--- config.mk ---
export PLATFORM = sky130hd
export DESIGN_NAME = csr_top
export DESIGN_NICKNAME = d
export VERILOG_FILES = /design/src/hw/csr_pkg.sv /design/src/hw/csr_axil_slave.sv /design/src/hw/csr_ctrl.sv /design/src/hw/csr_state.sv /design/src/hw/csr_store.sv /design/src/hw/csr_timer.sv /design/src/hw/csr_top.sv
export SDC_FILE = /design/constraint.sdc
export NUM_CORES = 1
export LEC_CHECK = 0
export ABC_AREA = 1
export ABC_CLOCK_PERIOD_IN_PS = 5550
export BUFFER_PORTS_ARGS = -buffer_cell sky130_fd_sc_hd__buf_2
export CAP_MARGIN = 20
export CORE_MARGIN = 2
export CORE_UTILIZATION = 60
export CTS_CLUSTER_DIAMETER = 80
export DETAILED_ROUTE_END_ITERATION = 7
export GPL_TIMING_DRIVEN = 0
export PLACE_DENSITY = 0.81
export SKIP_CTS_REPAIR_TIMING = 1
export SYNTH_ARGS = -nofsm -noshare
export SYNTH_HDL_FRONTEND = slang
export SYNTH_SLANG_ARGS = --single-unit
--- constraint.sdc ---
create_clock -name i_clk -period 5.55 [get_ports i_clk]
set_clock_uncertainty 0.1 [all_clocks]
set_input_delay 0.2775 -clock i_clk [delete_from_list [all_inputs] [get_ports i_clk]]
set_output_delay 0.2775 -clock i_clk [all_outputs]
set_load 0.02 [all_outputs]
--- src/hw/csr_pkg.sv ---
`default_nettype none

package csr_pkg;

   localparam int CSR_W = 32;
   localparam int ADDR_W = 8;
   localparam int NUM_STORE = 3;

   // Byte address fields
   localparam int ADDR_IDX_HI = 5;
   localparam int ADDR_IDX_LO = 2;
   localparam int ADDR_OP_HI = 7;
   localparam int ADDR_OP_LO = 6;

   localparam logic [2:0] CSR_MSTATUS = 3'd0;
   localparam logic [2:0] CSR_MIE = 3'd1;
   localparam logic [2:0] CSR_MCAUSE = 3'd2;
   localparam logic [2:0] CSR_MSCRATCH = 3'd3;
   localparam logic [2:0] CSR_MEPC = 3'd4;
   localparam logic [2:0] CSR_MTVEC = 3'd5;
   localparam logic [2:0] CSR_MTIMECMP = 3'd6;
   // Index that selects no register, so reads return zero
   localparam logic [2:0] CSR_NONE = 3'd7;

   localparam int MSTATUS_MIE_BIT = 3;
   localparam int MIE_MTIE_BIT = 7;

   localparam logic [1:0] RESP_OKAY = 2'b00;

   typedef enum logic [1:0] {
      OP_KEEP  = 2'b00,
      OP_WRITE = 2'b01,
      OP_SET   = 2'b10,
      OP_CLEAR = 2'b11
   } csr_op_e;

   typedef enum logic [3:0] {
      CAUSE_EBREAK         = 4'd3,
      CAUSE_MISALIGN_LOAD  = 4'd4,
      CAUSE_MISALIGN_STORE = 4'd6,
      CAUSE_TIMER_IRQ      = 4'd7,
      CAUSE_ECALL          = 4'd11
   } trap_cause_e;

   typedef enum logic [2:0] {
      ST_IDLE,
      ST_ACCESS,
      ST_TRAP,
      ST_MRET,
      ST_RESP
   } ctrl_state_e;

endpackage

`default_nettype wire

--- src/hw/csr_axil_slave.sv ---
`timescale 1ns/1ns
`default_nettype none

module csr_axil_slave import csr_pkg::*; (
   input  wire              i_clk,
   input  wire              i_rst_n,
   input  wire              i_awvalid,
   output logic             o_awready,
   input  wire [ADDR_W-1:0] i_awaddr,
   input  wire              i_wvalid,
   output logic             o_wready,
   input  wire [CSR_W-1:0]  i_wdata,
   output logic             o_bvalid,
   input  wire              i_bready,
   output wire [1:0]        o_bresp,
   input  wire              i_arvalid,
   output logic             o_arready,
   input  wire [ADDR_W-1:0] i_araddr,
   output logic             o_rvalid,
   input  wire              i_rready,
   output wire [CSR_W-1:0]  o_rdata,
   output wire [1:0]        o_rresp,
   output logic             o_req,
   output logic [2:0]       o_req_idx,
   output csr_op_e          o_req_op,
   output wire              o_d,
   input  wire              i_shift,
   input  wire              i_q,
   input  wire              i_acc_done
);

   logic             busy;
   logic             is_write;
   logic             wr_go;
   logic             rd_go;
   logic [CSR_W-1:0] op_sr;
   logic [CSR_W-1:0] rd_sr;
   csr_op_e          wr_op;

   assign wr_go = o_awready & i_awvalid & o_wready & i_wvalid;
   assign rd_go = o_arready & i_arvalid;

   // A write with kind bits 00 is a plain write
   assign wr_op = (i_awaddr[ADDR_OP_HI:ADDR_OP_LO] == 2'b00) ? OP_WRITE :
                  csr_op_e'(i_awaddr[ADDR_OP_HI:ADDR_OP_LO]);

   assign o_d = op_sr[0];
   assign o_rdata = rd_sr;
   assign o_bresp = RESP_OKAY;
   assign o_rresp = RESP_OKAY;

   always_ff @(posedge i_clk or negedge i_rst_n) begin
      if (!i_rst_n) begin
         o_awready <= 1'b0;
         o_wready <= 1'b0;
         o_arready <= 1'b0;
         o_bvalid <= 1'b0;
         o_rvalid <= 1'b0;
         o_req <= 1'b0;
         o_req_idx <= CSR_NONE;
         o_req_op <= OP_KEEP;
         busy <= 1'b0;
         is_write <= 1'b0;
      end else begin
         o_req <= wr_go | rd_go;
         o_awready <= 1'b0;
         o_wready <= 1'b0;
         o_arready <= 1'b0;
         // Writes win a tie with a waiting read
         if (!busy && !o_awready && !o_arready) begin
            if (i_awvalid && i_wvalid) begin
               o_awready <= 1'b1;
               o_wready <= 1'b1;
            end else if (i_arvalid) begin
               o_arready <= 1'b1;
            end
         end
         if (wr_go) begin
            busy <= 1'b1;
            is_write <= 1'b1;
            o_req_op <= wr_op;
            o_req_idx <= i_awaddr[ADDR_IDX_HI] ? CSR_NONE :
                         i_awaddr[ADDR_IDX_HI-1:ADDR_IDX_LO];
         end else if (rd_go) begin
            busy <= 1'b1;
            is_write <= 1'b0;
            o_req_op <= OP_KEEP;
            o_req_idx <= i_araddr[ADDR_IDX_HI] ? CSR_NONE :
                         i_araddr[ADDR_IDX_HI-1:ADDR_IDX_LO];
         end
         if (i_acc_done) begin
            if (is_write)
               o_bvalid <= 1'b1;
            else
               o_rvalid <= 1'b1;
         end
         if (o_bvalid && i_bready) begin
            o_bvalid <= 1'b0;
            busy <= 1'b0;
         end
         if (o_rvalid && i_rready) begin
            o_rvalid <= 1'b0;
            busy <= 1'b0;
         end
      end
   end

   always_ff @(posedge i_clk or negedge i_rst_n) begin
      if (!i_rst_n)
         rd_sr <= '0;
      else if (i_shift)
         rd_sr <= {i_q, rd_sr[CSR_W-1:1]};
   end

   // Operand goes out LSB first
   always_ff @(posedge i_clk) begin
      if (wr_go)
         op_sr <= i_wdata;
      else if (i_shift)
         op_sr <= op_sr >> 1;
   end

endmodule

`default_nettype wire

--- src/hw/csr_ctrl.sv ---
`timescale 1ns/1ns
`default_nettype none

module csr_ctrl import csr_pkg::*; (
   input  wire             i_clk,
   input  wire             i_rst_n,
   input  wire             i_req,
   input  wire [2:0]       i_req_idx,
   input  wire csr_op_e    i_req_op,
   input  wire             i_trap_valid,
   input  wire [CSR_W-1:0] i_trap_pc,
   output logic            o_trap_done,
   input  wire             i_mret_valid,
   output logic            o_mret_done,
   input  wire             i_resp_taken,
   output wire             o_shift,
   output logic            o_acc_done,
   output wire             o_en,
   output wire             o_cnt0to3,
   output wire             o_cnt3,
   output wire             o_cnt7,
   output wire             o_cnt_done,
   output csr_op_e         o_op,
   output wire             o_sel_mstatus,
   output wire             o_sel_mie,
   output wire             o_sel_mcause,
   output wire             o_sel_mscratch,
   output wire             o_sel_mepc,
   output wire             o_sel_mtvec,
   output wire             o_sel_mtimecmp,
   output logic            o_trap_taken,
   output wire             o_mret,
   output wire             o_pc_bit,
   output wire             o_pc_load
);

   ctrl_state_e      state;
   logic [4:0]       cnt;
   logic             req_pend;
   logic             acc;
   logic             trap;
   logic [CSR_W-1:0] pc_sr;

   assign acc = state == ST_ACCESS;
   assign trap = state == ST_TRAP;

   assign o_en = acc | trap;
   assign o_shift = acc;
   assign o_cnt0to3 = cnt[4:2] == 3'd0;
   assign o_cnt3 = cnt == 5'(MSTATUS_MIE_BIT);
   assign o_cnt7 = cnt == 5'(MIE_MTIE_BIT);
   assign o_cnt_done = &cnt;

   assign o_op = trap ? OP_WRITE : acc ? i_req_op : OP_KEEP;

   assign o_sel_mstatus = acc && i_req_idx == CSR_MSTATUS;
   assign o_sel_mie = acc && i_req_idx == CSR_MIE;
   assign o_sel_mcause = acc && i_req_idx == CSR_MCAUSE;
   assign o_sel_mscratch = acc && i_req_idx == CSR_MSCRATCH;
   assign o_sel_mepc = (acc && i_req_idx == CSR_MEPC) || trap;
   assign o_sel_mtvec = acc && i_req_idx == CSR_MTVEC;
   assign o_sel_mtimecmp = acc && i_req_idx == CSR_MTIMECMP;

   assign o_mret = state == ST_MRET;
   assign o_pc_bit = pc_sr[0];
   assign o_pc_load = trap;

   // ####################
   // Sequencing

   always_ff @(posedge i_clk or negedge i_rst_n) begin
      if (!i_rst_n) begin
         state <= ST_IDLE;
         cnt <= 5'd0;
         req_pend <= 1'b0;
         o_trap_taken <= 1'b0;
         o_trap_done <= 1'b0;
         o_mret_done <= 1'b0;
         o_acc_done <= 1'b0;
      end else begin
         o_trap_taken <= 1'b0;
         o_trap_done <= 1'b0;
         o_mret_done <= 1'b0;
         o_acc_done <= 1'b0;
         if (o_en)
            cnt <= cnt + 5'd1;
         // A host request that arrives during a trap waits here
         if (i_req)
            req_pend <= 1'b1;
         unique case (state)
            ST_IDLE: begin
               if (i_trap_valid && !o_trap_done) begin
                  state <= ST_TRAP;
                  o_trap_taken <= 1'b1;
               end else if (i_mret_valid && !o_mret_done) begin
                  state <= ST_MRET;
               end else if (i_req || req_pend) begin
                  state <= ST_ACCESS;
                  req_pend <= 1'b0;
               end
            end
            ST_ACCESS: begin
               if (o_cnt_done) begin
                  state <= ST_RESP;
                  o_acc_done <= 1'b1;
               end
            end
            ST_TRAP: begin
               if (o_cnt_done) begin
                  state <= ST_IDLE;
                  o_trap_done <= 1'b1;
               end
            end
            ST_MRET: begin
               state <= ST_IDLE;
               o_mret_done <= 1'b1;
            end
            ST_RESP: begin
               if (i_resp_taken)
                  state <= ST_IDLE;
            end
            default: state <= ST_IDLE;
         endcase
      end
   end

   // Trap pc is held by the core, so it can be reloaded every idle cycle
   always_ff @(posedge i_clk) begin
      if (state == ST_IDLE)
         pc_sr <= i_trap_pc;
      else if (trap)
         pc_sr <= pc_sr >> 1;
   end

endmodule

`default_nettype wire

--- src/hw/csr_state.sv ---
`timescale 1ns/1ns
`default_nettype none

module csr_state import csr_pkg::*; (
   input  wire              i_clk,
   input  wire              i_rst_n,
   input  wire              i_en,
   input  wire              i_cnt0to3,
   input  wire              i_cnt3,
   input  wire              i_cnt7,
   input  wire              i_cnt_done,
   input  wire              i_sel_mstatus,
   input  wire              i_sel_mie,
   input  wire              i_sel_mcause,
   input  wire csr_op_e     i_op,
   input  wire              i_d,
   input  wire              i_pc_bit,
   input  wire              i_pc_load,
   input  wire              i_rf_q,
   input  wire              i_trap_taken,
   input  wire trap_cause_e i_trap_cause,
   input  wire              i_mret,
   input  wire              i_mtip,
   output wire              o_csr_in,
   output wire              o_q,
   output wire              o_irq
);

   logic       mstatus_mie;
   logic       mstatus_mpie;
   logic       mie_mtie;
   logic       mcause31;
   logic [3:0] mcause3_0;
   logic       mcause_bit;
   logic       csr_out;
   logic       csr_in;
   logic       timer_irq;
   logic       timer_irq_r;

   // mcause only has bits 3:0 and 31
   assign mcause_bit = i_cnt0to3 ? mcause3_0[0] : (i_cnt_done & mcause31);

   assign csr_out = (i_sel_mstatus & i_cnt3 & mstatus_mie) |
                    (i_sel_mie & i_cnt7 & mie_mtie) |
                    (i_sel_mcause & i_en & mcause_bit) |
                    i_rf_q;

   always_comb begin
      if (i_pc_load) begin
         csr_in = i_pc_bit;
      end else begin
         unique case (i_op)
            OP_WRITE: csr_in = i_d;
            OP_SET:   csr_in = csr_out | i_d;
            OP_CLEAR: csr_in = csr_out & ~i_d;
            default:  csr_in = csr_out;
         endcase
      end
   end

   assign o_csr_in = csr_in;
   assign o_q = csr_out;

   assign timer_irq = i_mtip & mstatus_mie & mie_mtie;
   assign o_irq = timer_irq & ~timer_irq_r;

   always_ff @(posedge i_clk or negedge i_rst_n) begin
      if (!i_rst_n) begin
         mstatus_mie <= 1'b0;
         mstatus_mpie <= 1'b0;
         mie_mtie <= 1'b0;
         mcause31 <= 1'b0;
         mcause3_0 <= 4'd0;
         timer_irq_r <= 1'b0;
      end else begin
         timer_irq_r <= timer_irq;
         if (i_sel_mstatus && i_cnt3)
            mstatus_mie <= csr_in;
         if (i_sel_mie && i_cnt7)
            mie_mtie <= csr_in;
         if (i_sel_mcause && i_en) begin
            if (i_cnt0to3)
               mcause3_0 <= {csr_in, mcause3_0[3:1]};
            if (i_cnt_done)
               mcause31 <= csr_in;
         end
         if (i_mret)
            mstatus_mie <= mstatus_mpie;
         if (i_trap_taken) begin
            mstatus_mpie <= mstatus_mie;
            mstatus_mie <= 1'b0;
            mcause31 <= i_trap_cause == CAUSE_TIMER_IRQ;
            mcause3_0 <= i_trap_cause;
         end
      end
   end

endmodule

`default_nettype wire

--- src/hw/csr_store.sv ---
`timescale 1ns/1ns
`default_nettype none

module csr_store import csr_pkg::*; (
   input  wire  i_clk,
   input  wire  i_rst_n,
   input  wire  i_en,
   input  wire  i_sel_mscratch,
   input  wire  i_sel_mepc,
   input  wire  i_sel_mtvec,
   input  wire  i_csr_in,
   output wire  o_q
);

   logic [NUM_STORE-1:0]            sel;
   logic [NUM_STORE-1:0][CSR_W-1:0] regs;
   logic [NUM_STORE-1:0]            q_bits;

   assign sel = {i_sel_mtvec, i_sel_mepc, i_sel_mscratch};

   // Each register rotates right, new bit in at the top
   always_ff @(posedge i_clk or negedge i_rst_n) begin
      if (!i_rst_n) begin
         regs <= '0;
      end else begin
         for (int i = 0; i < NUM_STORE; i++) begin
            if (i_en && sel[i])
               regs[i] <= {i_csr_in, regs[i][CSR_W-1:1]};
         end
      end
   end

   for (genvar g = 0; g < NUM_STORE; g++) begin : g_q
      assign q_bits[g] = sel[g] & regs[g][0];
   end

   assign o_q = |q_bits;

endmodule

`default_nettype wire

--- src/hw/csr_timer.sv ---
`timescale 1ns/1ns
`default_nettype none

module csr_timer import csr_pkg::*; (
   input  wire  i_clk,
   input  wire  i_rst_n,
   input  wire  i_en,
   input  wire  i_sel_mtimecmp,
   input  wire  i_csr_in,
   output wire  o_q,
   output logic o_mtip
);

   logic [CSR_W-1:0] mtime;
   logic [CSR_W-1:0] mtimecmp;
   logic             cmp_pass;

   assign cmp_pass = i_en & i_sel_mtimecmp;
   assign o_q = cmp_pass & mtimecmp[0];

   always_ff @(posedge i_clk or negedge i_rst_n) begin
      if (!i_rst_n) begin
         mtime <= '0;
         mtimecmp <= '1;
         o_mtip <= 1'b0;
      end else begin
         mtime <= mtime + 1'b1;
         if (cmp_pass)
            mtimecmp <= {i_csr_in, mtimecmp[CSR_W-1:1]};
         else
            o_mtip <= mtime >= mtimecmp;
         // mtip holds its value while mtimecmp is half rotated
      end
   end

endmodule

`default_nettype wire

--- src/hw/csr_top.sv ---
`timescale 1ns/1ns
`default_nettype none

module csr_top import csr_pkg::*; (
   input  wire              i_clk,
   input  wire              i_rst_n,
   input  wire              i_awvalid,
   output wire              o_awready,
   input  wire [ADDR_W-1:0] i_awaddr,
   input  wire              i_wvalid,
   output wire              o_wready,
   input  wire [CSR_W-1:0]  i_wdata,
   output wire              o_bvalid,
   input  wire              i_bready,
   output wire [1:0]        o_bresp,
   input  wire              i_arvalid,
   output wire              o_arready,
   input  wire [ADDR_W-1:0] i_araddr,
   output wire              o_rvalid,
   input  wire              i_rready,
   output wire [CSR_W-1:0]  o_rdata,
   output wire [1:0]        o_rresp,
   input  wire              i_trap_valid,
   input  wire trap_cause_e i_trap_cause,
   input  wire [CSR_W-1:0]  i_trap_pc,
   output wire              o_trap_done,
   input  wire              i_mret_valid,
   output wire              o_mret_done,
   output wire              o_irq
);

   wire       req;
   wire [2:0] req_idx;
   csr_op_e   req_op;
   csr_op_e   op;
   wire       d;
   wire       shift;
   wire       q;
   wire       acc_done;
   wire       resp_taken;
   wire       en;
   wire       cnt0to3;
   wire       cnt3;
   wire       cnt7;
   wire       cnt_done;
   wire       sel_mstatus;
   wire       sel_mie;
   wire       sel_mcause;
   wire       sel_mscratch;
   wire       sel_mepc;
   wire       sel_mtvec;
   wire       sel_mtimecmp;
   wire       trap_taken;
   wire       mret;
   wire       pc_bit;
   wire       pc_load;
   wire       csr_in;
   wire       store_q;
   wire       timer_q;
   wire       mtip;

   assign resp_taken = (o_bvalid & i_bready) | (o_rvalid & i_rready);

   // ####################
   // Host side

   csr_axil_slave slave_inst (
      .i_clk      (i_clk),
      .i_rst_n    (i_rst_n),
      .i_awvalid  (i_awvalid),
      .o_awready  (o_awready),
      .i_awaddr   (i_awaddr),
      .i_wvalid   (i_wvalid),
      .o_wready   (o_wready),
      .i_wdata    (i_wdata),
      .o_bvalid   (o_bvalid),
      .i_bready   (i_bready),
      .o_bresp    (o_bresp),
      .i_arvalid  (i_arvalid),
      .o_arready  (o_arready),
      .i_araddr   (i_araddr),
      .o_rvalid   (o_rvalid),
      .i_rready   (i_rready),
      .o_rdata    (o_rdata),
      .o_rresp    (o_rresp),
      .o_req      (req),
      .o_req_idx  (req_idx),
      .o_req_op   (req_op),
      .o_d        (d),
      .i_shift    (shift),
      .i_q        (q),
      .i_acc_done (acc_done)
   );

   csr_ctrl ctrl_inst (
      .i_clk          (i_clk),
      .i_rst_n        (i_rst_n),
      .i_req          (req),
      .i_req_idx      (req_idx),
      .i_req_op       (req_op),
      .i_trap_valid   (i_trap_valid),
      .i_trap_pc      (i_trap_pc),
      .o_trap_done    (o_trap_done),
      .i_mret_valid   (i_mret_valid),
      .o_mret_done    (o_mret_done),
      .i_resp_taken   (resp_taken),
      .o_shift        (shift),
      .o_acc_done     (acc_done),
      .o_en           (en),
      .o_cnt0to3      (cnt0to3),
      .o_cnt3         (cnt3),
      .o_cnt7         (cnt7),
      .o_cnt_done     (cnt_done),
      .o_op           (op),
      .o_sel_mstatus  (sel_mstatus),
      .o_sel_mie      (sel_mie),
      .o_sel_mcause   (sel_mcause),
      .o_sel_mscratch (sel_mscratch),
      .o_sel_mepc     (sel_mepc),
      .o_sel_mtvec    (sel_mtvec),
      .o_sel_mtimecmp (sel_mtimecmp),
      .o_trap_taken   (trap_taken),
      .o_mret         (mret),
      .o_pc_bit       (pc_bit),
      .o_pc_load      (pc_load)
   );

   // ####################
   // Serial datapath

   csr_state state_inst (
      .i_clk         (i_clk),
      .i_rst_n       (i_rst_n),
      .i_en          (en),
      .i_cnt0to3     (cnt0to3),
      .i_cnt3        (cnt3),
      .i_cnt7        (cnt7),
      .i_cnt_done    (cnt_done),
      .i_sel_mstatus (sel_mstatus),
      .i_sel_mie     (sel_mie),
      .i_sel_mcause  (sel_mcause),
      .i_op          (op),
      .i_d           (d),
      .i_pc_bit      (pc_bit),
      .i_pc_load     (pc_load),
      .i_rf_q        (store_q | timer_q),
      .i_trap_taken  (trap_taken),
      .i_trap_cause  (i_trap_cause),
      .i_mret        (mret),
      .i_mtip        (mtip),
      .o_csr_in      (csr_in),
      .o_q           (q),
      .o_irq         (o_irq)
   );

   csr_store store_inst (
      .i_clk          (i_clk),
      .i_rst_n        (i_rst_n),
      .i_en           (en),
      .i_sel_mscratch (sel_mscratch),
      .i_sel_mepc     (sel_mepc),
      .i_sel_mtvec    (sel_mtvec),
      .i_csr_in       (csr_in),
      .o_q            (store_q)
   );

   csr_timer timer_inst (
      .i_clk          (i_clk),
      .i_rst_n        (i_rst_n),
      .i_en           (en),
      .i_sel_mtimecmp (sel_mtimecmp),
      .i_csr_in       (csr_in),
      .o_q            (timer_q),
      .o_mtip         (mtip)
   );

endmodule

`default_nettype wire

Word level (Yosys, flattened, before mapping)
Cells that the tools add are included.
{ "word_totals": {"wordCells": 196, "output_inout_bits": 44, "in_bits": 93, "register_bits": 291} }
{ "op_classes": {"magnitude_cmp": 1, "bitwise_logic": 32, "muxes": 60, "n_eq_ne": 21, "add_sub_neg": 2, "reduce_logical": 49} }
{ "op_table": {"columns": ["op", "count"], "rows": [
  ["32-bit 2-to-1 mux", 4],
  ["1-bit 2-to-1 mux", 36],
  ["32-bit by 1-bit adder with 32-bit output, second input constant", 1],
  ["32-bit >= comparator", 1],
  ["3-bit 2-to-1 mux", 10],
  ["1-bit AND", 22],
  ["1-bit logical AND", 20],
  ["2-bit nonzero test", 9],
  ["3-bit by 2-bit == test with 1-bit output, second input constant", 4],
  ["3-bit == test, second input constant", 4],
  ["4-bit 2-to-1 mux", 3],
  ["3-bit case mux with 4 select lines", 1],
  ["2-bit 2-to-1 mux", 5],
  ["3-bit zero test", 3],
  ["1-bit OR", 8],
  ["2-bit AND reduction", 4],
  ["3-bit by 1-bit == test with 1-bit output, second input constant", 2],
  ["2-bit by 1-bit != test with 1-bit output, second input constant", 3],
  ["5-bit by 1-bit adder with 5-bit output, second input constant", 1],
  ["5-bit by 2-bit == test with 1-bit output, second input constant", 1],
  ["5-bit by 3-bit == test with 1-bit output, second input constant", 1],
  ["1-bit zero test", 5],
  ["5-bit AND reduction", 1],
  ["2-bit == test, second input constant", 2],
  ["other kinds (12)", 14]
]} }

Longest topological paths before layout
{ "logic_depth": {"word_depth": 13, "ltp_mapped": 18, "depth_no_buf": 18} }

Hierarchy
Synthesis repeated with hierarchy kept, for this count alone.
{ "unflattened": {"cells_unflattened": 1422, "area_unflattened_um2": 13459.2} }
{ "by_module_without_submodules": {"columns": ["module", "cells_per_inst", "seq_area_each_um2", "area_each_um2", "n_inst"], "rows": [
  ["csr_store", 423, 2402.3, 3831.2, 1],
  ["csr_timer", 428, 1666.6, 3662.3, 1],
  ["csr_axil_slave", 328, 2065.7, 3205.6, 1],
  ["csr_ctrl", 156, 1286.2, 2144.6, 1],
  ["csr_state", 81, 225.2, 593.1, 1],
  ["csr_top", 6, 0.0, 22.5, 1]
]} }

Worst setup path before layout
OpenSTA, ideal clock, no wires.
{ "synth_path": {"path_type": "register to register", "from": "reg ctrl_inst.state[2]", "to": "reg state_inst.mstatus_mie", "n_path_buf": 0, "setup_time_ns": 0.066, "slack_ns": 2.982, "path_stages_with_launch": 14, "arrival_time_ns": 2.402, "required_ns": 5.384, "synth_period_minus_slack_ns": 2.568, "cell_sequence": "dfrtp_1 > nor2_2 > nand2_1 > nand2_2 > nand3_1 > nand2_1 > nor2_1 > nand2_1 > nand2_1 > nand2_1 > nand2_2 > nand2_1 > nand2_1 > nand2_1"} }
{ "synth_via": {"elab_chain_len": 13, "word_cells_on_any_way": 42, "cone_classes": "eq/ne: 6; mux: 7; bitwise: 18; reduce/logical: 11"} }
{ "synth_rtl": {"columns": ["item", "line", "text"], "rows": [
  ["start: declaration", "csr_ctrl.sv:37", "ctrl_state_e state;"],
  ["start signal: assignment", "csr_ctrl.sv:73", "state <= ST_IDLE;"],
  ["start signal: assignment", "csr_ctrl.sv:93", "state <= ST_TRAP;"],
  ["start signal: assignment", "csr_ctrl.sv:96", "state <= ST_MRET;"],
  ["3-bit by 1-bit == test with 1-bit output", "csr_ctrl.sv:44", "assign acc = state == ST_ACCESS;"],
  ["1-bit logical AND, on equally long branches", "csr_ctrl.sv:56, csr_ctrl.sv:57, csr_ctrl.sv:60", null],
  ["1-bit AND (tied with other cells)", "csr_state.sv:43", "assign csr_out = (i_sel_mstatus & i_cnt3 & mstatus_mie) |"],
  ["1-bit AND, on equally long branches", "csr_state.sv:43, csr_state.sv:44, csr_store.sv:34", null],
  ["1-bit OR or 3-bit OR reduction (tied branches)", "csr_state.sv:43, csr_store.sv:37", null],
  ["1-bit OR, on equally long branches", "csr_state.sv:44, csr_top.sv:146", null],
  ["1-bit OR", "csr_state.sv:45", "(i_sel_mcause & i_en & mcause_bit) |"],
  ["1-bit AND or 1-bit OR (tied branches)", "csr_state.sv:55, csr_state.sv:54", null],
  ["1-bit case mux with 3 select lines", "csr_state.sv:52", "unique case (i_op)"],
  ["1-bit 2-to-1 mux", "csr_state.sv:49", "if (i_pc_load) begin"],
  ["1-bit 2-to-1 mux", "csr_state.sv:77", "if (i_sel_mstatus && i_cnt3)"],
  ["1-bit 2-to-1 mux", "csr_state.sv:87", "if (i_mret)"],
  ["1-bit 2-to-1 mux", "csr_state.sv:89", "if (i_trap_taken) begin"],
  ["end signal: assignment", "csr_state.sv:78", "mstatus_mie <= csr_in;"],
  ["end signal: assignment", "csr_state.sv:88", "mstatus_mie <= mstatus_mpie;"],
  ["end: declaration", "csr_state.sv:29", "logic mstatus_mie;"]
]} }
Parallel ways exist; a longest one is shown, timed or not. The select of a mux whose other input is x is not followed.
A chain may end at the register's enable or synchronous reset.

Worst setup path after layout
Ends and elaborated chain as after synthesis.

==> flow_summary_export.csv <==
group,metric,value,unit
layout,final_util,0.7445,
worst_setup_path,crit_chain,"nor2_4 > nand2_1 > nand2_2 > nand3_1 > nand2_1 > nor2_1 > nand2_1 > nand2_1 > nand2_1 > nand2_2 > nand2_1 > nand2_1 > nand2_1",
clocking,path_clk_slew,0.06,ns
timing,finalHoldViolations,4,
layout,antennaDiodeCount,0,
clocking,cts_max_level,1,
global_route,grt_overflow,0,
floorplanning,initial_utilization,0.6063,
worst_setup_path,slowest_delay,0.77,ns
floorplanning,die_w,149.3,µm
logic_synthesis,syn_area,12670,µm²
floorplanning,core,20890,µm²
placement,port_buffers,126,
route,drt-wirelength-per-cell,16.22,µm
pwr,ir_worst_vdd,317.0,µV
logic_synthesis,syn_avg_cell_area,9.306,µm²
pwr,total_power,7.182,mW
layout,final_nets,1730,
floorplanning,die_h,149.3,µm
timing,fin_ws,2.725,ns
worst_setup_path,critPathBufInv,0,
worst_setup_path,critPathKind,"register to register",
worst_setup_path,path_max_fanout,34,
timing,fin_hold_ws,-0.03137,ns
logic_synthesis,synth_top_area_frac,0.3793,
clocking,cts_made_buffers,29,
worst_hold_path,holdCritPathClass,"primary input to register",
floorplanning,die-area,22290,µm²
layout,fill_cells,1378,
route,totalWireLength,30800,µm
global_route,track_usage,0.2436,
run_status,violations,"hold timing",
worst_setup_path,crit_path_end_kind,"register",
route,viasPerCell,5.384,
timing,setup_viol,0,
worst_setup_path,cp_slowest_cell,"nor2_4",
timing,drv_slew,0,
layout,drive_gt1_frac,0.1558,
worst_setup_path,crit_arrival,3.19,ns
logic_synthesis,synthCells,1361,
run_status,outcome,"finished, violations left",
route,num_vias,10220,
logic_synthesis,synthTopCellsByCount,"466 x nand2_1, 192 x dfrtp_1, 137 x inv_1, 116 x o21ai_0, 69 x nor2_1",
timing,fin_setup_tns,0,ns
worst_setup_path,worstPathRequired,5.92,ns
route,ant_nets,0,
clocking,clk_path_buf_depth,3,
clocking,cts_tree,"done",
pwr,power_per_cell_area,461.8,nW/µm²
global_route,grt_max_degree,118,
logic_synthesis,ys_ff_latch,291,
placement,dp_slack,2.819,ns
global_route,grt_pass1_vias,9414,
timing,fin_crit_sh,0.5090,
route,drc,0,
logic_synthesis,yosysMostFrequentCell,"nand2_1",
timing,rsz0062_at_grt,"no",
logic_synthesis,ys_types,41,
pwr,p_leak,7.626,nW
layout,final_area,15550,µm²
clocking,cts_root_buf,"clkbuf_16",
logic_synthesis,async_flop_share,0.7801,
floorplanning,io_pins,137,
timing,period_needed,2.825,ns
logic_synthesis,synthFlopType,"dfrtp_1",
timing,fmax,354.0,MHz
route,drt_pre_antenna_iters,5,
placement,dp_hpwl,17880,µm
worst_setup_path,path_common_cell,"nand2_1",
logic_synthesis,synth_top_area_cell,"dfrtp_1",
global_route,antenna_found_initial,0,
route,first_iter_violations,729,
placement,gp_congestion,0.8589,
worst_setup_path,start_kind,"register",
logic_synthesis,ys_warn_count,0,
run,drv_cap,0,
floorplanning,num_rows,53,
clocking,clk_latency,0.54,ns
layout,seq_area,7646,µm²
logic_synthesis,synth_edf_count,64,
clocking,clock_sinks,291,
placement,place_area,13720,µm²
logic_synthesis,ys_top_cells_by_area,"dfrtp_1 38%, edfxtp_1 15%, nand2_1 14%",
layout,syn_to_final_growth,22.79,%
timing,tightestPinTransition,0.9664,ns
layout,multi_input_area,4274,µm²
timing,relSlewSlack,0.3542,
logic_synthesis,yosysSeqAreaShare,0.6037,
global_route,grt_pass1_wl,44530,µm
worst_setup_path,crit_family,"simple AND/OR/NAND/NOR gates",
[final timing paths]
check | startpoint | endpoint | slack (ns) | cells past startpoint
max | ctrl_inst.state[2] | state_inst.mstatus_mie | 2.73 | 13
min in group asynchronous | i_rst_n | slave_inst.o_rdata[13] | 0.28 | 2
max reg2reg | ctrl_inst.state[2] | state_inst.mstatus_mie | 2.73 | 13
max in group asynchronous | i_rst_n | timer_inst.mtimecmp[9] | 4.02 | 3
min reg2reg | store_inst.regs[88] | store_inst.regs[87] | 0.37 | 2
min | i_wdata[19] | slave_inst.op_sr[19] | -0.03 | 3
[kinds of logic (layout without fill, tap and decap cells)]
logic type                 Yosys count  count (layout)  synth area share
other                                1               4         0.0002961
muxes                                3               3          0.002667
AOI/OAI and AO/OA                  186             186           0.07597
xor gates and xnor gates            34              34           0.02351
and+or+nand+nor                    619             619            0.1992
buffers and inverters              192             452           0.06016
DFF                                291             291            0.6037
adders and majority gates           35              35           0.03457
[metrics by stage]
step	std cells	hold slack, ns
2_1_floorplan	1364	-0.1181
5_1_grt	1899	-0.01552
6_report	1899	-0.03137
4_1_cts	1820	-0.2616
3_3_place_gp	1765	0.3508
3_5_place_dp	1767	0.2925
[power breakdown]
part / internal (mW) / switching (mW)
sequential: 2.93 / 0.290
clock: 1.30 / 0.802
combinational: 0.587 / 1.27
total: 4.82 / 2.36
[cell type report]
cell class              count  area share
flip-flops and latches    291      0.4916
multi-input cells         881      0.2748
repair buffers            207     0.09558
clock buffers              48     0.05881
inverters                 141     0.03403
well taps                 275     0.02212
plain buffers              51     0.01496
clock inverters             5    0.008045
[metal layers]
layer  vias up  GRT usage  wire length, µm
met4         0    0.06714             1417
met3       120    0.03119             1566
met2       358     0.4088            15320
met5         -          0                0
li1       4819          -                -
met1      4927     0.3388            12490
[placed cells by master, fill, tap and decap left out, types with 2 or more instances in the layout]
master | synthesis | routed
o21ai_0 | 116 | 116
conb_1 | 1 | 4
inv_2 | 3 | 3
dfrtp_1 | 192 | 192
buf_4 | 6 | 6
nand2_1 | 466 | 466
clkbuf_8 | 0 | 11
dlygate4sd3_1 | 0 | 79
nor2_2 | 7 | 6
nor2_4 | 1 | 2
xor2_1 | 23 | 23
nor3b_1 | 2 | 2
nor2_1 | 69 | 69
edfxtp_1 | 64 | 64
ha_1 | 35 | 35
a21oi_1 | 52 | 52
buf_2 | 9 | 134
xnor2_1 | 11 | 11
o21ai_1 | 6 | 6
nor4_1 | 5 | 5
mux2_2 | 3 | 3
o211ai_1 | 4 | 4
clkbuf_4 | 0 | 2
buf_16 | 0 | 2
inv_1 | 137 | 137
o221ai_1 | 3 | 3
nand4_1 | 12 | 12
nand2_2 | 6 | 6
clkbuf_1 | 35 | 41
nor3_1 | 12 | 12
or2_2 | 2 | 2
clkbuf_16 | 0 | 29
a31oi_1 | 2 | 2
bufinv_16 | 0 | 4
nand3_1 | 31 | 31
dfstp_2 | 35 | 35
[worst register-to-register path: cells and delay by family, from the launching register on]
kind | cells | cell delay, ns
flip-flops | 1 | 0.44
AND/OR/NAND/NOR | 13 | 2.21
[registers in the layout, indices dropped and copies added (netlist names), 2 cells and up]
name	count
slave_inst.o_rdata	32
ctrl_inst.pc_sr	32
ctrl_inst.state	3
timer_inst.mtime	32
timer_inst.mtimecmp	32
slave_inst.o_req_idx	3
slave_inst.op_sr	32
state_inst.mcause3_0	4
slave_inst.o_req_op	2
store_inst.regs	96
ctrl_inst.cnt	5
Power figures use the tool's default switching activity.
